==> config.mk <==
export PLATFORM = sky130hd
export DESIGN_NAME = reg_xbar_top
export DESIGN_NICKNAME = d
export VERILOG_FILES = /design/src/rtl/xbar_pkg.sv /design/src/rtl/reg_xbar_top.sv /design/src/rtl/reg_target.sv /design/src/rtl/write_queue.sv /design/src/rtl/addr_decoder.sv
export SDC_FILE = /design/constraint.sdc
export NUM_CORES = 1
export LEC_CHECK = 0
export BUFFER_PORTS_ARGS = -buffer_cell sky130_fd_sc_hd__buf_2
export CELL_PAD_IN_SITES_DETAIL_PLACEMENT = 1
export CELL_PAD_IN_SITES_GLOBAL_PLACEMENT = 1
export CORE_MARGIN = 3
export CORE_UTILIZATION = 40
export CTS_CLUSTER_DIAMETER = 30
export CTS_CLUSTER_SIZE = 10
export DETAILED_ROUTE_END_ITERATION = 8
export MAX_ROUTING_LAYER = met4
export PLACE_DENSITY = 0.76
export SYNTH_ARGS = -nofsm -noshare
export SYNTH_HDL_FRONTEND = slang
export SYNTH_HIERARCHICAL = 1
export SYNTH_SLANG_ARGS = --single-unit
export TNS_END_PERCENT = 50
==> constraint.sdc <==
create_clock -name clock -period 4.84 [get_ports clock]
set_input_delay 0.968 -clock clock [delete_from_list [all_inputs] [get_ports clock]]
set_output_delay 0.968 -clock clock [all_outputs]
set_load 0.03 [all_outputs]
==> src/rtl/xbar_pkg.sv <==
package xbar_pkg;

    // Bus widths
    localparam int ADDR_W = 32;
    localparam int DATA_W = 32;
    localparam int REG_IDX_W = 2;

    typedef logic [ADDR_W-1:0] addr_t;
    typedef logic [DATA_W-1:0] data_t;
    typedef logic [REG_IDX_W-1:0] reg_idx_t;

    // Word registers per target
    localparam int N_REGS = 3;

    // Target select nibble in addr[31:28]
    localparam logic [3:0] TGT_LOW_BASE = 4'h0;
    localparam logic [3:0] TGT_HIGH_BASE = 4'h2;

    // Write queue geometry
    localparam int QUEUE_DEPTH = 4;
    localparam int QUEUE_PTR_W = 2;
    // One extra bit so a full queue is distinguishable from an empty one
    localparam int QUEUE_CNT_W = QUEUE_PTR_W + 1;

    // Routing result of an address decoder
    typedef enum logic [1:0] {
        TGT_LOW,
        TGT_HIGH,
        TGT_NONE
    } tgt_sel_t;

endpackage
==> src/rtl/reg_xbar_top.sv <==
`timescale 1ns/10ps

module reg_xbar_top
    import xbar_pkg::*;
(
    input  logic               clock,
    input  logic               rst_n,
    input  logic               m1_wr,
    input  addr_t              m1_addr,
    input  data_t              m1_data,
    input  logic               m2_wr,
    input  addr_t              m2_addr,
    input  data_t              m2_data,
    output data_t [N_REGS-1:0] t0_regs,
    output data_t [N_REGS-1:0] t1_regs,
    output logic               m1_err,
    output logic               m2_err,
    output logic               t0_overflow,
    output logic               t1_overflow
);

    // Decoded writes from each initiator
    logic     d1_wr;
    tgt_sel_t d1_tgt;
    reg_idx_t d1_idx;
    data_t    d1_data;
    logic     d2_wr;
    tgt_sel_t d2_tgt;
    reg_idx_t d2_idx;
    data_t    d2_data;

    // Queue heads toward the targets
    logic     q0_wr;
    reg_idx_t q0_idx;
    data_t    q0_data;
    logic     q1_wr;
    reg_idx_t q1_idx;
    data_t    q1_data;

    addr_decoder dec_m1 (
        .clock    (clock),
        .rst_n    (rst_n),
        .wr       (m1_wr),
        .addr     (m1_addr),
        .data     (m1_data),
        .dec_wr   (d1_wr),
        .dec_tgt  (d1_tgt),
        .dec_idx  (d1_idx),
        .dec_data (d1_data),
        .err      (m1_err)
    );

    addr_decoder dec_m2 (
        .clock    (clock),
        .rst_n    (rst_n),
        .wr       (m2_wr),
        .addr     (m2_addr),
        .data     (m2_data),
        .dec_wr   (d2_wr),
        .dec_tgt  (d2_tgt),
        .dec_idx  (d2_idx),
        .dec_data (d2_data),
        .err      (m2_err)
    );

    // Initiator 1 on port a so it is queued first
    write_queue queue_t0 (
        .clock     (clock),
        .rst_n     (rst_n),
        .high_side (1'b0),
        .a_wr      (d1_wr),
        .a_tgt     (d1_tgt),
        .a_idx     (d1_idx),
        .a_data    (d1_data),
        .b_wr      (d2_wr),
        .b_tgt     (d2_tgt),
        .b_idx     (d2_idx),
        .b_data    (d2_data),
        .q_wr      (q0_wr),
        .q_idx     (q0_idx),
        .q_data    (q0_data),
        .overflow  (t0_overflow)
    );

    write_queue queue_t1 (
        .clock     (clock),
        .rst_n     (rst_n),
        .high_side (1'b1),
        .a_wr      (d1_wr),
        .a_tgt     (d1_tgt),
        .a_idx     (d1_idx),
        .a_data    (d1_data),
        .b_wr      (d2_wr),
        .b_tgt     (d2_tgt),
        .b_idx     (d2_idx),
        .b_data    (d2_data),
        .q_wr      (q1_wr),
        .q_idx     (q1_idx),
        .q_data    (q1_data),
        .overflow  (t1_overflow)
    );

    reg_target target_t0 (
        .clock  (clock),
        .rst_n  (rst_n),
        .q_wr   (q0_wr),
        .q_idx  (q0_idx),
        .q_data (q0_data),
        .regs   (t0_regs)
    );

    reg_target target_t1 (
        .clock  (clock),
        .rst_n  (rst_n),
        .q_wr   (q1_wr),
        .q_idx  (q1_idx),
        .q_data (q1_data),
        .regs   (t1_regs)
    );

endmodule

==> src/rtl/reg_target.sv <==
`timescale 1ns/10ps

module reg_target
    import xbar_pkg::*;
(
    input  logic                 clock,
    input  logic                 rst_n,
    input  logic                 q_wr,
    input  reg_idx_t             q_idx,
    input  data_t                q_data,
    output data_t [N_REGS-1:0]   regs
);

    // One write enable per word
    logic [N_REGS-1:0] word_we;

    always_comb begin
        for (int i = 0; i < N_REGS; i++) begin
            word_we[i] = q_wr && (q_idx == reg_idx_t'(i));
        end
    end

    // Register bank drives the output levels directly
    always_ff @(posedge clock) begin
        if (!rst_n) begin
            regs <= '0;
        end else begin
            for (int i = 0; i < N_REGS; i++) begin
                if (word_we[i]) begin
                    regs[i] <= q_data;
                end
            end
        end
    end

endmodule

==> src/rtl/write_queue.sv <==
`timescale 1ns/10ps

module write_queue
    import xbar_pkg::*;
(
    input  logic     clock,
    input  logic     rst_n,
    input  logic     high_side,
    input  logic     a_wr,
    input  tgt_sel_t a_tgt,
    input  reg_idx_t a_idx,
    input  data_t    a_data,
    input  logic     b_wr,
    input  tgt_sel_t b_tgt,
    input  reg_idx_t b_idx,
    input  data_t    b_data,
    output logic     q_wr,
    output reg_idx_t q_idx,
    output data_t    q_data,
    output logic     overflow
);

    reg_idx_t idx_mem  [QUEUE_DEPTH];
    data_t    data_mem [QUEUE_DEPTH];

    logic [QUEUE_PTR_W-1:0] wr_ptr;
    logic [QUEUE_PTR_W-1:0] rd_ptr;
    logic [QUEUE_PTR_W-1:0] b_slot;
    logic [QUEUE_CNT_W-1:0] count;
    logic [QUEUE_CNT_W-1:0] space;

    tgt_sel_t own_tgt;
    logic     match_a;
    logic     match_b;
    logic     push_a;
    logic     push_b;
    logic     pop;

    assign own_tgt = high_side ? TGT_HIGH : TGT_LOW;

    assign match_a = a_wr && (a_tgt == own_tgt);
    assign match_b = b_wr && (b_tgt == own_tgt);

    // Head drains every cycle the queue holds something
    assign pop    = (count != '0);
    assign q_wr   = pop;
    assign q_idx  = idx_mem[rd_ptr];
    assign q_data = data_mem[rd_ptr];

    // A pop frees its slot in the same cycle
    assign space = QUEUE_CNT_W'(QUEUE_DEPTH) - count + QUEUE_CNT_W'(pop);

    // Port a claims the first free slot, port b the next one
    assign push_a = match_a && (space != '0);
    assign push_b = match_b && (space > QUEUE_CNT_W'(push_a));

    assign overflow = (match_a && !push_a) || (match_b && !push_b);

    // b lands right behind a when both push together
    assign b_slot = wr_ptr + QUEUE_PTR_W'(push_a);

    always_ff @(posedge clock) begin
        if (push_a) begin
            idx_mem[wr_ptr]  <= a_idx;
            data_mem[wr_ptr] <= a_data;
        end
        if (push_b) begin
            idx_mem[b_slot]  <= b_idx;
            data_mem[b_slot] <= b_data;
        end
    end

    always_ff @(posedge clock) begin
        if (!rst_n) begin
            wr_ptr <= '0;
            rd_ptr <= '0;
            count  <= '0;
        end else begin
            wr_ptr <= wr_ptr + QUEUE_PTR_W'(push_a) + QUEUE_PTR_W'(push_b);
            if (pop) begin
                rd_ptr <= rd_ptr + 1'b1;
            end
            count <= count + QUEUE_CNT_W'(push_a) + QUEUE_CNT_W'(push_b)
                     - QUEUE_CNT_W'(pop);
        end
    end

endmodule

==> src/rtl/addr_decoder.sv <==
`timescale 1ns/10ps

module addr_decoder
    import xbar_pkg::*;
(
    input  logic     clock,
    input  logic     rst_n,
    input  logic     wr,
    input  addr_t    addr,
    input  data_t    data,
    output logic     dec_wr,
    output tgt_sel_t dec_tgt,
    output reg_idx_t dec_idx,
    output data_t    dec_data,
    output logic     err
);

    tgt_sel_t addr_tgt;
    reg_idx_t addr_idx;
    logic     addr_bad;

    // Target from the top nibble
    always_comb begin
        if (addr[31:28] == TGT_LOW_BASE) begin
            addr_tgt = TGT_LOW;
        end else if (addr[31:28] == TGT_HIGH_BASE) begin
            addr_tgt = TGT_HIGH;
        end else begin
            addr_tgt = TGT_NONE;
        end
    end

    assign addr_idx = addr[3:2];

    // Unmapped nibble, unused register slot or stray address bits
    always_comb begin
        addr_bad = 1'b0;
        if (addr_tgt == TGT_NONE) begin
            addr_bad = 1'b1;
        end
        if (int'(addr_idx) >= N_REGS) begin
            addr_bad = 1'b1;
        end
        if (addr[27:4] != '0 || addr[1:0] != '0) begin
            addr_bad = 1'b1;
        end
    end

    // Strobe and error pulse
    always_ff @(posedge clock) begin
        if (!rst_n) begin
            dec_wr <= 1'b0;
            err    <= 1'b0;
        end else begin
            dec_wr <= wr && !addr_bad;
            err    <= wr && addr_bad;
        end
    end

    // Payload follows the strobe in the same stage
    always_ff @(posedge clock) begin
        if (wr) begin
            dec_tgt  <= addr_tgt;
            dec_idx  <= addr_idx;
            dec_data <= data;
        end
    end

endmodule

# After elaboration in Yosys (flattened, before gate mapping)
# Memories as Yosys holds them, arrays and structs flattened. A register that Yosys moved wholly into a read port is not among the register bits.
# Cells that the tools add are included.
dict set report classes {
  n_addsub 16
  muxes 26
  n_lt_le_gt_ge 4
  eq_ne 10
  reduce_logical 46
}
# cell n
set op_table {}
lappend op_table {{$reduce_bool A24 Y1} 2}
lappend op_table {{$mux W2} 12}
lappend op_table {{$logic_and A1 B1 Y1} 22}
lappend op_table {{$add A3 B1 Y3} 6}
lappend op_table {{$mux W1} 14}
lappend op_table {{$reduce_bool A3 Y1} 4}
lappend op_table {{$add A2 B1 Y2} 4}
lappend op_table {{$eq A2 B1 Y1 const B} 4}
lappend op_table {{$eq A2 B2 Y1 const B} 4}
lappend op_table {{$eq A4 B2 Y1 const B} 2}
lappend op_table {{$logic_not A2 Y1} 4}
lappend op_table {{$logic_not A4 Y1} 2}
lappend op_table {{$gt A3 B1 Y1} 2}
lappend op_table {{$logic_not A1 Y1} 6}
lappend op_table {{$sub A3 B1 Y3} 2}
lappend op_table {{$sub A3 B3 Y3 const A} 2}
lappend op_table {{$add A2 B1 Y2 const B} 2}
lappend op_table {{$ge A2 B2 Y1 const B} 2}
lappend op_table {{$logic_or A1 B1 Y1} 4}
lappend op_table {{$reduce_bool A2 Y1} 2}
dict set report totals {
  register_bits 282
  n_memories 4
  inputBits 132
  word_cells 128
  ramBits 272
}
# memory words width read_ports rd_ports_with_merged_regs write_ports line_no
set mem_list {}
lappend mem_list {queue_t0.data_mem 4 32 1 1 2 write_queue.sv:24} ;# data_t data_mem [QUEUE_DEPTH];
lappend mem_list {queue_t1.data_mem 4 32 1 1 2 write_queue.sv:24}
lappend mem_list {queue_t0.idx_mem 4 2 1 1 2 write_queue.sv:23} ;# reg_idx_t idx_mem [QUEUE_DEPTH];
lappend mem_list {queue_t1.idx_mem 4 2 1 1 2 write_queue.sv:23}

# Longest topological paths before layout
dict set report logic_depth {
  depth_word 9
  ltp_mapped 12
}

# Modules after synthesis
# Netlist, hierarchy kept.
# mod area_each_um2 instances cells_each
set by_module_without_submodules {}
lappend by_module_without_submodules {write_queue 7375.8 2 397}
lappend by_module_without_submodules {reg_target 3639.7 2 349}
lappend by_module_without_submodules {addr_decoder 1217.4 2 53}
lappend by_module_without_submodules {reg_xbar_top 7.5 1 2}

# Worst setup path after synthesis
# Ideal clock, no wire load.
dict set report synth_timing {
  kind {register -> register}
  startpoint {reg queue_t1.count[1]}
  endpoint {mem queue_t1/data_mem[0][0] in the netlist's numbering, enable pin}
  arrival_ps 3649
  path_buffers 0
  setup_slack_ps 714
  t_required_ps 4363
  stages_incl_launch_ff 7
  path_cell_list {dfxtp_1 > inv_1 > ha_1 > nand3_1 > o31a_1 > o21bai_1 > o31ai_1}
}
# item line_no
set synth_lines {}
lappend synth_lines {{from (decl)} write_queue.sv:29} ;# logic [QUEUE_CNT_W-1:0] count;
lappend synth_lines {{from (signal assigned)} write_queue.sv:83} ;# count <= count + QUEUE_CNT_W'(push_a) + QUEUE_CNT_W'(push_b)
lappend synth_lines {{to (decl)} write_queue.sv:24}

==> results.ini <==
[run_status]
outcome = completed

[setup_path]
r2r_slack_ns = 0.96
max_stage_delay_ns = 0.67
crit_path_cell_trace = inv_1 -> ha_1 -> o31a_1 -> o21bai_1 -> inv_1 -> ha_1 -> xor2_1 -> or3_2 -> buf_4 -> mux2_4
critPathBufInv = 3
worstPathRequired_ns = 5.26
cp_max_fo = 23
criticalPathCategory = register to register
cp_top_family = compound AO/OA/AOI/OAI gates
end_kind = register
crit_arrival_ns = 4.30
cp-start-kind = register
critical-path-slowest-cell = or3_2

[clocking]
cts-htree-levels = 3
postCtsSetupBuffers = 0
cts_buffer_depth = 3
ctsRootBufferMaster = clkbuf_16
cts_tree = done
cts_inserted_buffers = 119
ctsResizeCount = 0
clkTransAtPathRegs_ns = 0.05
ctsHoldBuffers = 0
clock_sinks = 558
clock_latency_ns = 0.68

[power]
powerDensity_nw_per_um2 = 610.8
peakVddDrop_v = 0.0003195
power_mw = 18.83
leakagePower_nw = 12.87

[timing]
fin_skew_ns = 0.04019
hold_viol = 0
min_period_ns = 3.880
fmax_mhz = 257.7
holdWs_ns = 0.4531
slew_violations = 0
maxSlewHeadroom = 0.1507
finalCritPeriodShare = 0.8017
worstMarginPinSlew_ns = 1.269
fin_setup_tns_ns = 0
finalSetupViolCount = 0
rsz0062_at_grt = false

[cells_and_area]
drive_gt1_frac = 0.4407
multiInputGateArea_um2 = 9089
nets = 2130
n_fill_cell = 5902
areaGrowthSynthToFinish_pct = 25.99
seqCellArea_um2 = 14620

[yosys]
ys.flop_type = edfxtp_1
synth_edf_count = 344
async_reset_ff_frac = 0
ys_seq_area_frac = 0.5971
syn_inst = 1600
ys_warn_count = 6
netlist.area_leader.share = 0.4221
yosys.cell_types.count = 44
ys_ff_latch = 558
syn_avg_cell_area_um2 = 15.30
yosys-top-cells-area = edfxtp_1 (42%), dfxtp_1 (18%), mux2i_1 (7.9%)
syn-cell-area_um2 = 24470
yosys.area.top_type = edfxtp_1

[global_route]
met3_usage = 0.04550
grt_max_degree = 121
top_usage_layer = met2
grt.total_usage = 0.2244
grt_pass1_vias = 16920
grt_pass1_wl_um = 105300
use_met1 = 0.2564
antenna_found_initial = 6
use_met2 = 0.3847
grt.overflow.total = 0

[drt]
drc = 0
drtAntennaViolNets = 0
dr.pass1.iters = 5
via_count = 15110
post_drt_wl_per_cell_um = 24.59
drt_iter0_drc = 910
vias_per_cell = 5.243
finalWirelength_um = 70850

[floorplanning]
core_area_um2 = 60470
die_h_um = 253.4
start_util = 0.4047
die_w_um = 253.4
ioPinCount = 328
die_area_um2 = 64190
rows = 90

[placed_design]
port_buffers = 327
gp_congestion = 0.7851
dpl.hpwl_um = 44360

[run]
drv_cap = 0

[worst_hold_path]
min_path_type = register to register

-- path summary, 6_finish.rpt --
| path | from | endpoint | cells past startpoint |
|---|---|---|---|
| setup / recovery | queue_t1/count[1] | queue_t1/data_mem[0][17] | 10 |
| hold / removal | target_t1/regs[10] | target_t1/regs[10] | 2 |
| setup reg to reg | queue_t1/count[1] | queue_t1/data_mem[0][17] | 10 |
| hold reg to reg | target_t1/regs[10] | target_t1/regs[10] | 2 |
-- worst register-to-register path, delay by kind of cell (launching register included) --
| family | cells | cell delay [ns] |
|---|---|---|
| multiplexers | 1 | 0.39 |
| adder cells (fa/ha/maj) | 2 | 0.50 |
| AND/OR/NAND/NOR | 1 | 0.67 |
| AO/OA/AOI/OAI | 2 | 0.88 |
| XOR/XNOR | 1 | 0.19 |
| flip-flops | 1 | 0.38 |
| buffers and inverters | 3 | 0.63 |
-- per-layer routing --
| layer | wire [um] | up-vias | share of wire |
|---|---|---|---|
| met3 | 3700 | 139 | 0.052 |
| met2 | 36530 | 453 | 0.52 |
| met5 | 0 | - | 0 |
| li1 | - | 6763 | - |
| met1 | 28260 | 7750 | 0.40 |
| met4 | 2360 | 0 | 0.033 |
-- cells in the final DEF, fill, tap and decap left out, types with 5 or more instances in the layout --
| cell type | instances |
|---|---|
| and2_1 | 14 |
| buf_2 | 326 |
| buf_4 | 31 |
| bufinv_16 | 16 |
| clkbuf_1 | 18 |
| clkbuf_16 | 124 |
| clkbuf_8 | 8 |
| clkinv_1 | 12 |
| clkinv_2 | 21 |
| clkinv_4 | 7 |
| clkinvlp_4 | 11 |
| conb_1 | 6 |
| dfxtp_1 | 210 |
| diode_2 | 7 |
| edfxtp_1 | 344 |
| ha_1 | 8 |
| inv_1 | 16 |
| mux2_2 | 156 |
| mux2_4 | 116 |
| mux2i_1 | 192 |
| mux4_2 | 68 |
| nand2_1 | 268 |
| nand3b_1 | 6 |
| nor2_1 | 6 |
| nor4_1 | 12 |
| xnor2_1 | 13 |
| xor2_1 | 5 |
-- synth_stat cells, drive strengths merged (9+ instances only) --
master	number
edfxtp	344
mux2	272
nand2	268
dfxtp	214
mux2i	192
buf	87
mux4	68
inv	16
and2	14
xnor2	13
nor4	12
nor2	10
clkbuf	9
-- registers in the layout, indices dropped and copies added (netlist names), 3 cells and up, named ones only --
| signal | flops |
|---|---|
| dec_m1/dec_data | 32 |
| dec_m2/dec_data | 32 |
| queue_t0/count | 3 |
| queue_t0/data_mem | 128 |
| queue_t0/idx_mem | 8 |
| queue_t1/count | 3 |
| queue_t1/data_mem | 128 |
| queue_t1/idx_mem | 8 |
| target_t0/regs | 96 |
| target_t1/regs | 96 |
-- per-stage QoR --
step / std cells / worst slack (ns) / util / instance area, um^2
after floorplan: 1602 / 0.7143 / - / 24480
after global placement: 2647 / 1.075 / 0.4406 / 26640
after detailed placement: 2647 / 0.9459 / 0.4406 / 26640
after CTS: 2874 / 0.9551 / 0.5096 / 30820
after global routing: 2881 / 0.6925 / 0.5099 / 30830
final: 2881 / 0.9596 / 0.5099 / 30830
-- logic make-up after synthesis --
kind of cell               after synthesis  synth area share
AOI/OAI and AO/OA                       22          0.007259
xor gates and xnor gates                18          0.006442
adders and majority gates               12          0.007362
buffers and inverters                  112           0.03538
DFF                                    558            0.5971
muxes                                  532            0.2840
other                                    4         0.0006133
and+or+nand+nor                        342           0.06176
-- power by group --
| group | internal (mW) | switching, mW | total [mW] |
|---|---|---|---|
| clock network | 5.61 | 2.66 | 8.28 |
| registers | 5.66 | 0.608 | 6.27 |
| logic | 1.66 | 2.63 | 4.29 |
-- cell type report --
cell class | count | share of cell area
clock inverter | 78 | 0.02934
multi-input combinational | 932 | 0.2948
tap | 782 | 0.03173
sequential | 558 | 0.4741
timing repair buffer | 359 | 0.06156
antenna | 7 | 0.0005681
inverter | 16 | 0.001948
clock buffer | 149 | 0.1060
Note: power is estimated with default switching activity, not from simulation.
